File: src/verilog/mipsPkg.sv
package mipsPkg;

	localparam int dataWidth = 32;
	localparam int regAddrWidth = 5;

	localparam logic [5:0] opcodeRType = 6'd0;
	localparam logic [5:0] opcodeAddi = 6'd8;
	localparam logic [5:0] opcodeLw = 6'd35;
	localparam logic [5:0] opcodeSw = 6'd43;
	localparam logic [5:0] opcodeBeq = 6'd4;
	localparam logic [5:0] opcodeBne = 6'd5;

	localparam logic [5:0] funcAdd = 6'd32;
	localparam logic [5:0] funcSub = 6'd34;
	localparam logic [5:0] funcAnd = 6'd36;
	localparam logic [5:0] funcSll = 6'd0;
	localparam logic [5:0] funcSrl = 6'd2;
	localparam logic [5:0] funcSra = 6'd3;

	// ALU operand B sources
	localparam logic [1:0] srcBReg = 2'd0;
	localparam logic [1:0] srcBFour = 2'd1;
	localparam logic [1:0] srcBImm = 2'd2;
	localparam logic [1:0] srcBImmShifted = 2'd3; // Branch offset in words

	typedef enum logic [2:0] {aluAdd, aluSub, aluAnd, aluSll, aluSrl, aluSra} aluOp;

	typedef enum logic [3:0] {
		fetch, decode, execR, execShift, execImm, memAddr,
		memRead, memWrite, writeAlu, writeMem, branch
	} cpuState;

	typedef struct packed {
		logic [5:0] opcode;
		logic [regAddrWidth-1:0] rs;
		logic [regAddrWidth-1:0] rt;
		logic [regAddrWidth-1:0] rd;
		logic [4:0] shamt;
		logic [5:0] funct;
	} rFields;

	typedef struct packed {
		logic [5:0] opcode;
		logic [regAddrWidth-1:0] rs;
		logic [regAddrWidth-1:0] rt;
		logic [15:0] immediate;
	} iFields;

	typedef union packed {
		rFields r;
		iFields i;
	} instrWord;

	typedef struct packed {
		logic cyc;
		logic stb;
		logic we;
		logic [dataWidth-1:0] adr;
		logic [dataWidth-1:0] datW;
	} wbRequest;

	typedef struct packed {
		logic ack;
		logic [dataWidth-1:0] datR;
	} wbResponse;

	typedef struct packed {
		logic pcWrite;
		logic pcWriteCond;
		logic branchOnEqual;
		logic irWrite;
		logic abWrite;
		logic aluOutWrite;
		logic mdrWrite;
		logic regWrite;
		logic regDstRd;
		logic memToReg;
		logic aluSrcA; // 0 PC, 1 register A
		logic [1:0] aluSrcB;
		logic useMemAddr;
		aluOp aluOperation;
	} datapathControl;

endpackage

File: src/verilog/registerFile.sv
module registerFile (
	input logic clock,
	input logic [mipsPkg::regAddrWidth-1:0] readAddrA,
	input logic [mipsPkg::regAddrWidth-1:0] readAddrB,
	input logic [mipsPkg::regAddrWidth-1:0] writeAddr,
	input logic writeEnable,
	input logic [mipsPkg::dataWidth-1:0] writeValue,
	output logic [mipsPkg::dataWidth-1:0] readValueA,
	output logic [mipsPkg::dataWidth-1:0] readValueB
);

	logic [mipsPkg::dataWidth-1:0] registers [0:31];

	always_ff @(posedge clock) begin
		if (writeEnable && (writeAddr != '0))
			registers[writeAddr] <= writeValue;
	end

	// Register zero always reads as zero
	always_comb begin
		if (readAddrA == '0)
			readValueA = '0;
		else
			readValueA = registers[readAddrA];
	end

	always_comb begin
		if (readAddrB == '0)
			readValueB = '0;
		else
			readValueB = registers[readAddrB];
	end

endmodule

File: src/verilog/alu.sv
module alu (
	input logic [mipsPkg::dataWidth-1:0] operandA,
	input logic [mipsPkg::dataWidth-1:0] operandB,
	input logic [4:0] shiftAmount,
	input mipsPkg::aluOp operation,
	output logic [mipsPkg::dataWidth-1:0] result,
	output logic zero
);

	always_comb begin
		case (operation)
			mipsPkg::aluAdd: begin
				result = operandA + operandB;
			end
			mipsPkg::aluSub: begin
				result = operandA - operandB;
			end
			mipsPkg::aluAnd: begin
				result = operandA & operandB;
			end
			mipsPkg::aluSll: begin
				result = operandB << shiftAmount; // Shifts act on rt as in MIPS
			end
			mipsPkg::aluSrl: begin
				result = operandB >> shiftAmount;
			end
			mipsPkg::aluSra: begin
				result = $signed(operandB) >>> shiftAmount; // Sign fill
			end
			default: begin
				result = '0;
			end
		endcase
	end

	assign zero = (result == '0);

endmodule

File: src/verilog/controlFsm.sv
module controlFsm (
	input logic clock,
	input logic reset,
	input mipsPkg::instrWord instruction,
	input logic ack,
	output mipsPkg::datapathControl control,
	output logic cyc,
	output logic stb,
	output logic we
);

	mipsPkg::cpuState state;
	mipsPkg::cpuState nextState;
	logic busActive;
	logic busState;
	logic busDone;

	function automatic mipsPkg::aluOp functOperation(input logic [5:0] funct);
		case (funct)
			mipsPkg::funcSub: return mipsPkg::aluSub;
			mipsPkg::funcAnd: return mipsPkg::aluAnd;
			mipsPkg::funcSll: return mipsPkg::aluSll;
			mipsPkg::funcSrl: return mipsPkg::aluSrl;
			mipsPkg::funcSra: return mipsPkg::aluSra;
			default: return mipsPkg::aluAdd;
		endcase
	endfunction

	assign busState = (state == mipsPkg::fetch) || (state == mipsPkg::memRead) ||
		(state == mipsPkg::memWrite);
	assign busDone = busActive && ack;
	assign cyc = busActive;
	assign stb = busActive;

	always_ff @(posedge clock) begin
		if (reset) begin
			state <= mipsPkg::fetch;
			busActive <= 1'b0;
			we <= 1'b0;
		end else begin
			state <= nextState;
			if (busDone) begin
				busActive <= 1'b0; // Cycle closes the clock after ack
				we <= 1'b0;
			end else if (busState && !busActive) begin
				busActive <= 1'b1;
				we <= (state == mipsPkg::memWrite);
			end
		end
	end

	always_comb begin
		control = '0;
		control.aluOperation = mipsPkg::aluAdd;
		nextState = state;
		case (state)
			mipsPkg::fetch: begin
				control.aluSrcB = mipsPkg::srcBFour; // PC + 4
				control.irWrite = busDone;
				control.pcWrite = busDone;
				if (busDone)
					nextState = mipsPkg::decode;
			end
			mipsPkg::decode: begin
				control.abWrite = 1'b1;
				control.aluOutWrite = 1'b1; // Branch target
				control.aluSrcB = mipsPkg::srcBImmShifted;
				case (instruction.r.opcode)
					mipsPkg::opcodeRType: begin
						case (instruction.r.funct)
							mipsPkg::funcAdd, mipsPkg::funcSub, mipsPkg::funcAnd:
								nextState = mipsPkg::execR;
							mipsPkg::funcSll, mipsPkg::funcSrl, mipsPkg::funcSra:
								nextState = mipsPkg::execShift;
							default: nextState = mipsPkg::fetch;
						endcase
					end
					mipsPkg::opcodeAddi: nextState = mipsPkg::execImm;
					mipsPkg::opcodeLw, mipsPkg::opcodeSw: nextState = mipsPkg::memAddr;
					mipsPkg::opcodeBeq, mipsPkg::opcodeBne: nextState = mipsPkg::branch;
					default: nextState = mipsPkg::fetch; // Unknown opcode runs as a no-op
				endcase
			end
			mipsPkg::execR, mipsPkg::execShift: begin
				control.aluSrcA = 1'b1;
				control.aluSrcB = mipsPkg::srcBReg;
				control.aluOperation = functOperation(instruction.r.funct);
				control.aluOutWrite = 1'b1;
				nextState = mipsPkg::writeAlu;
			end
			mipsPkg::execImm: begin
				control.aluSrcA = 1'b1;
				control.aluSrcB = mipsPkg::srcBImm;
				control.aluOutWrite = 1'b1;
				nextState = mipsPkg::writeAlu;
			end
			mipsPkg::memAddr: begin
				control.aluSrcA = 1'b1;
				control.aluSrcB = mipsPkg::srcBImm;
				control.aluOutWrite = 1'b1;
				if (instruction.r.opcode == mipsPkg::opcodeLw)
					nextState = mipsPkg::memRead;
				else
					nextState = mipsPkg::memWrite;
			end
			mipsPkg::memRead: begin
				control.useMemAddr = 1'b1;
				control.mdrWrite = busDone;
				if (busDone)
					nextState = mipsPkg::writeMem;
			end
			mipsPkg::memWrite: begin
				control.useMemAddr = 1'b1;
				if (busDone)
					nextState = mipsPkg::fetch;
			end
			mipsPkg::writeAlu: begin
				control.regWrite = 1'b1;
				control.regDstRd = (instruction.r.opcode == mipsPkg::opcodeRType);
				nextState = mipsPkg::fetch;
			end
			mipsPkg::writeMem: begin
				control.regWrite = 1'b1;
				control.memToReg = 1'b1;
				nextState = mipsPkg::fetch;
			end
			mipsPkg::branch: begin
				control.aluSrcA = 1'b1;
				control.aluSrcB = mipsPkg::srcBReg;
				control.aluOperation = mipsPkg::aluSub; // Zero flag gives A == B
				control.pcWriteCond = 1'b1;
				control.branchOnEqual = (instruction.r.opcode == mipsPkg::opcodeBeq);
				nextState = mipsPkg::fetch;
			end
			default: nextState = mipsPkg::fetch;
		endcase
	end

endmodule

File: src/verilog/datapath.sv
module datapath (
	input logic clock,
	input logic reset,
	input mipsPkg::datapathControl control,
	input logic [mipsPkg::dataWidth-1:0] readData,
	output mipsPkg::instrWord instruction,
	output logic [mipsPkg::dataWidth-1:0] address,
	output logic [mipsPkg::dataWidth-1:0] writeData
);

	logic [mipsPkg::dataWidth-1:0] pc;
	logic [mipsPkg::dataWidth-1:0] regA;
	logic [mipsPkg::dataWidth-1:0] regB;
	logic [mipsPkg::dataWidth-1:0] aluOut;
	logic [mipsPkg::dataWidth-1:0] mdr;
	logic [mipsPkg::dataWidth-1:0] readValueA;
	logic [mipsPkg::dataWidth-1:0] readValueB;
	logic [mipsPkg::dataWidth-1:0] signExtended;
	logic [mipsPkg::dataWidth-1:0] operandA;
	logic [mipsPkg::dataWidth-1:0] operandB;
	logic [mipsPkg::dataWidth-1:0] aluResult;
	logic [mipsPkg::dataWidth-1:0] writeValue;
	logic [mipsPkg::dataWidth-1:0] nextPc;
	logic [mipsPkg::regAddrWidth-1:0] writeAddr;
	logic zero;
	logic takeBranch;

	registerFile registerFile_i (
		.clock(clock),
		.readAddrA(instruction.i.rs),
		.readAddrB(instruction.i.rt),
		.writeAddr(writeAddr),
		.writeEnable(control.regWrite),
		.writeValue(writeValue),
		.readValueA(readValueA),
		.readValueB(readValueB)
	);

	alu alu_i (
		.operandA(operandA),
		.operandB(operandB),
		.shiftAmount(instruction.r.shamt),
		.operation(control.aluOperation),
		.result(aluResult),
		.zero(zero)
	);

	assign signExtended = {{16{instruction.i.immediate[15]}}, instruction.i.immediate};
	assign operandA = control.aluSrcA ? regA : pc;

	always_comb begin
		case (control.aluSrcB)
			mipsPkg::srcBReg: operandB = regB;
			mipsPkg::srcBFour: operandB = 32'd4;
			mipsPkg::srcBImm: operandB = signExtended;
			default: operandB = {signExtended[29:0], 2'b00};
		endcase
	end

	assign writeAddr = control.regDstRd ? instruction.r.rd : instruction.i.rt;
	assign writeValue = control.memToReg ? mdr : aluOut;

	// Branch target sits in aluOut since decode
	assign takeBranch = control.pcWriteCond && (zero == control.branchOnEqual);
	assign nextPc = control.pcWriteCond ? aluOut : aluResult;

	always_ff @(posedge clock) begin
		if (reset)
			pc <= '0;
		else if (control.pcWrite || takeBranch)
			pc <= nextPc;
	end

	always_ff @(posedge clock) begin
		if (control.irWrite)
			instruction <= readData;
		if (control.abWrite) begin
			regA <= readValueA;
			regB <= readValueB;
		end
		if (control.aluOutWrite)
			aluOut <= aluResult;
		if (control.mdrWrite)
			mdr <= readData;
	end

	assign address = control.useMemAddr ? aluOut : pc; // Data access or fetch
	assign writeData = regB;

endmodule

File: src/verilog/mipsCore.sv
module mipsCore (
	input logic clock,
	input logic reset,
	output mipsPkg::wbRequest bus,
	input mipsPkg::wbResponse busResponse
);

	mipsPkg::datapathControl control;
	mipsPkg::instrWord instruction;

	controlFsm controlFsm_i (
		.clock(clock),
		.reset(reset),
		.instruction(instruction),
		.ack(busResponse.ack),
		.control(control),
		.cyc(bus.cyc),
		.stb(bus.stb),
		.we(bus.we)
	);

	datapath datapath_i (
		.clock(clock),
		.reset(reset),
		.control(control),
		.readData(busResponse.datR),
		.instruction(instruction),
		.address(bus.adr),
		.writeData(bus.datW)
	);

endmodule

File: config.mk
export PLATFORM = sky130hd
export DESIGN_NAME = mipsCore
export DESIGN_NICKNAME = d
export VERILOG_FILES = /design/src/verilog/mipsPkg.sv /design/src/verilog/registerFile.sv /design/src/verilog/alu.sv /design/src/verilog/controlFsm.sv /design/src/verilog/datapath.sv /design/src/verilog/mipsCore.sv
export SDC_FILE = /design/constraint.sdc
export NUM_CORES = 2
export LEC_CHECK = 0
export ABC_AREA = 1
export ABC_CLOCK_PERIOD_IN_PS = 8400
export BUFFER_PORTS_ARGS = -buffer_cell sky130_fd_sc_hd__buf_2
export CAP_MARGIN = 20
export CORE_ASPECT_RATIO = 0.9
export CORE_MARGIN = 8
export CORE_UTILIZATION = 45
export CTS_CLUSTER_SIZE = 10
export DETAILED_ROUTE_END_ITERATION = 10
export HOLD_SLACK_MARGIN = 0.02
export RECOVER_POWER = 50
export SLEW_MARGIN = 20
export SYNTH_ARGS = -nofsm -noshare
export SYNTH_HDL_FRONTEND = slang
export SYNTH_HIERARCHICAL = 1
export SYNTH_SLANG_ARGS = --single-unit
File: constraint.sdc
create_clock -name clock -period 8.4 [get_ports clock]
set_input_delay 0.84 -clock clock [delete_from_list [all_inputs] [get_ports clock]]
set_output_delay 0.84 -clock clock [all_outputs]
set_load 0.01 [all_outputs]
==> results.md <==
* WL per Instance at 26.9 µm
* Comb pwr share at between 10% and 20%
* Crit-path most repeated cell: nand2_1
* Commonest non-fill, non-tap cells in the layout: nand2_1 (2928), nand3_1 (1344), edfxtp_1 (1184)
* H-tree depth at 4
* CTS tree: done
* Final Hold Violating Endpoints at 0
* DRT iter0 DRCs at 9289
* Post-CTS Setup Inserts at 0
* Failing checks: capacitance limit, slew limit
* Slowest CP cell: nor2_1
* R2R setup slack at around 0.81 ns
* Max VDD drop at around 0.23 mV
* WHS at around 0.23 ns
* Clock skew at approximately 0.044 ns
* Worst R2R End: datapath_i/pc[7]
* Starting Density at a little under half
* Min Tclk post-route at 7.59 ns
* Int Pwr at about 10 mW
* Slew Viols, Final at 803
* RR Startpoint: controlFsm_i/state[1]
* Die Wd at between 400 and 500 µm
* Commonest non-fill, non-tap cell in the layout: nand2_1
* Buffers on Ports at a little over 100
* Maximum number of pins on one net before global-route repair at ~180
* PwrDens at 197 nW/µm²
* Worst-Margin Slew at about 4.5 ns
* Core Util, Final at between 40% and 50%
* Hold Path Sink: datapath_i/instruction[23]
* Mapped Cells at between 8000 and 9000
* Run status: complete, but fails checks
* Crit Path Class: reg -> reg
* Resized Gates After CTS at 0
* Crit path launch: controlFsm_i/state[1]
* Drt total wl at roughly 280000 µm
* Global-route wire length before repair at 400000 µm
* Synth Register Bits at 1222
* Vias at around 62000
* Layout Nets at between 8000 and 9000
* Clock group share of total power at around 40%
* # setup viols final at 0
* Final non-filler cell total at roughly 10000
* Hold path depth at 1
* Die height at roughly 390 µm
* Io pins at 102
* EDFF count, synth at 1184
* Switch Pwr at 4.09 mW
* Die ar. at 165000 µm²
* Setup ws final at 0.807 ns
* DP HPWL at around 170000 µm
* DRT Pass-1 Iters at 7
* Synthesized area per cell at ~8.1 µm²
* Ys flop type: edfxtp_1
* P_leak at 30.0 nW
* FF-to-FF path depth at 40
* Root buffer cell: clkbuf_16
* Placer congestion estimate at between 1 and 1.5
* Core box area at around 150000 µm²
* CTS max path bufs at 3
* Net Sw Frac at around 28%
* Fmax at 0.132 GHz
* Max-slew headroom at -203%
* Clock sinks at 1222
* Initial antenna violation count at 6
* Share of cells above drive strength 1 at under 10%
* Setup TNS at 0 ns
* Drt via density at roughly 6.0
* CP max stage delay at 0.64 ns
* Cells after DPL at ~10000
* Fin crit share at 90.4%
* Hold buffers post-CTS at 0
* Max Cap Viol at 24
* RSZ-0062 raised after global routing: no
* Critical Path Fanout Max at 52
* Overall Global Routing Usage at between 30% and 40%
* Hold_sp: busResponse[23]
* Worst Setup End Kind: register
* Filler cells at between 10000 and 15000
* Dpl ws at 1.04 ns
* Mapped Area at about 68000 µm²
* Layout Area Growth over Synthesis at 8.32%
* DRC errors left at 0
* Row count at 135
* CTS Buf Count at around 150
* CP startpoint kind: register
* Synth cell types at 51
* Synth async-reset ratio at 0%
* Worst Path Required at ~9.1 ns
* DRT antenna net count at 0
* Clock transition at path regs at around 0.060 ns
* Register area share after synthesis at a little over half
* Vias in the first global route at 57500
* Flop pwr share at 47.4%
* Worst skew pair latency at around 0.81 ns
* GRT Residual Overflow at 0
* Synth warn at 6
* Hold Path Class: in -> reg
* WP data arrival at 8.27 ns
-- flip-flops by register name (all words and copies together), names as in the netlist --
| name | cells |
|---|---|
| datapath_i/registerFile_i/registers | 1024 |
| datapath_i/aluOut | 32 |
| datapath_i/instruction | 32 |
| datapath_i/mdr | 32 |
| datapath_i/pc | 32 |
| datapath_i/regA | 32 |
| datapath_i/writeData | 32 |
| controlFsm_i/state | 4 |
| controlFsm_i/cyc | 1 |
| controlFsm_i/we | 1 |
-- cell families after synthesis --
| group | count (synthesis) | synth area share [%] |
|---|---|---|
| DFF | 1222 | 53.1 |
| other | 1 | 0.00549 |
| AOI/OAI and AO/OA | 910 | 6.96 |
| muxes | 11 | 0.179 |
| buffers and inverters | 952 | 6.56 |
| and+or+nand+nor | 5319 | 32.1 |
| xor gates and xnor gates | 32 | 0.410 |
| adders and majority gates | 34 | 0.634 |
-- stage by stage --
step	instance area [µm²]	power, mW
5_1_grt	74000	15.0
3_5_place_dp	70100	8.83
4_1_cts	74300	14.6
3_3_place_gp	70100	8.83
2_1_floorplan	68500	8.12
6_report	74000	14.6
-- synthesized netlist by cell type (all sizes together), types with 2 or more instances --
library cell	number	area share, %
or2	9	0.086
a21oi	241	1.8
xnor2	8	0.10
edfxtp	1184	52
o31ai	4	0.044
buf	394	3.5
nand2	2946	16
nor3	16	0.13
o21ai	576	4.2
nor2	939	5.2
xor2	24	0.31
inv	402	2.2
clkbuf	155	0.85
nand4	28	0.26
nand3	1347	9.9
o22ai	16	0.15
nand3b	11	0.12
nor4	2	0.018
o21bai	2	0.022
dfxtp	38	1.1
a21boi	11	0.12
a31oi	14	0.13
mux2	10	0.16
o211ai	41	0.45
a22oi	2	0.022
and2	11	0.10
and3	10	0.092
ha	33	0.60
a21o	2	0.022
-- cell type report --
cell class                      count  area [µm²]  share of cell area (%)
Antenna cell                        4        10.0                  0.0135
Inverter                          403        1550                    2.10
Clock inverter                     27         392                   0.529
Tap cell                         1986        2480                    3.36
Multi-Input combinational cell   6338       27900                    37.7
Sequential cell                  1222       36300                    49.1
Clock buffer                      185        3790                    5.12
Timing Repair Buffer              236        1540                    2.08
-- how the worst max path moves through the flow --
stage | cells after the start | to | slack, ns
floorplan | 42 | datapath_i/pc[0] | 1.67
global placement | 39 | datapath_i/pc[5] | 1.29
detailed placement | 40 | datapath_i/pc[14] | 1.04
CTS | 40 | datapath_i/pc[28] | 1.02
global route | 40 | datapath_i/pc[15] | 0.09
finish | 40 | datapath_i/pc[7] | 0.81
-- per-layer routing --
| layer | global-route usage, % | vias to the layer above | wire [µm] |
|---|---|---|---|
| met2 | 49.4 | 3950 | 121000 |
| met4 | 17.9 | 2 | 18400 |
| met3 | 6.90 | 806 | 30600 |
| met1 | 44.5 | 29600 | 110000 |
| met5 | 0 | - | 13 |
| li1 | - | 28100 | - |
-- worst max-delay path: cells and delay by family (launching register included) --
kind | cells | cell delay, ns
AO/OA/AOI/OAI | 1 | 0.62
XOR/XNOR | 1 | 0.17
adder cells (fa/ha/maj) | 2 | 0.70
buffers and inverters | 6 | 1.07
flip-flops | 1 | 0.35
AND/OR/NAND/NOR | 30 | 4.54
-- power by group through the flow --
stage                     sequential (mW)  clock [mW]  combinational [mW]
final                                6.90        5.80                1.85
after global routing                 6.90        6.09                1.99
after CTS                            6.89        5.87                1.83
after detailed placement             7.01           0                1.82
after global placement               7.01           0                1.82
after floorplan                      6.98           0                1.14
Power figures use the tool's default switching activity.
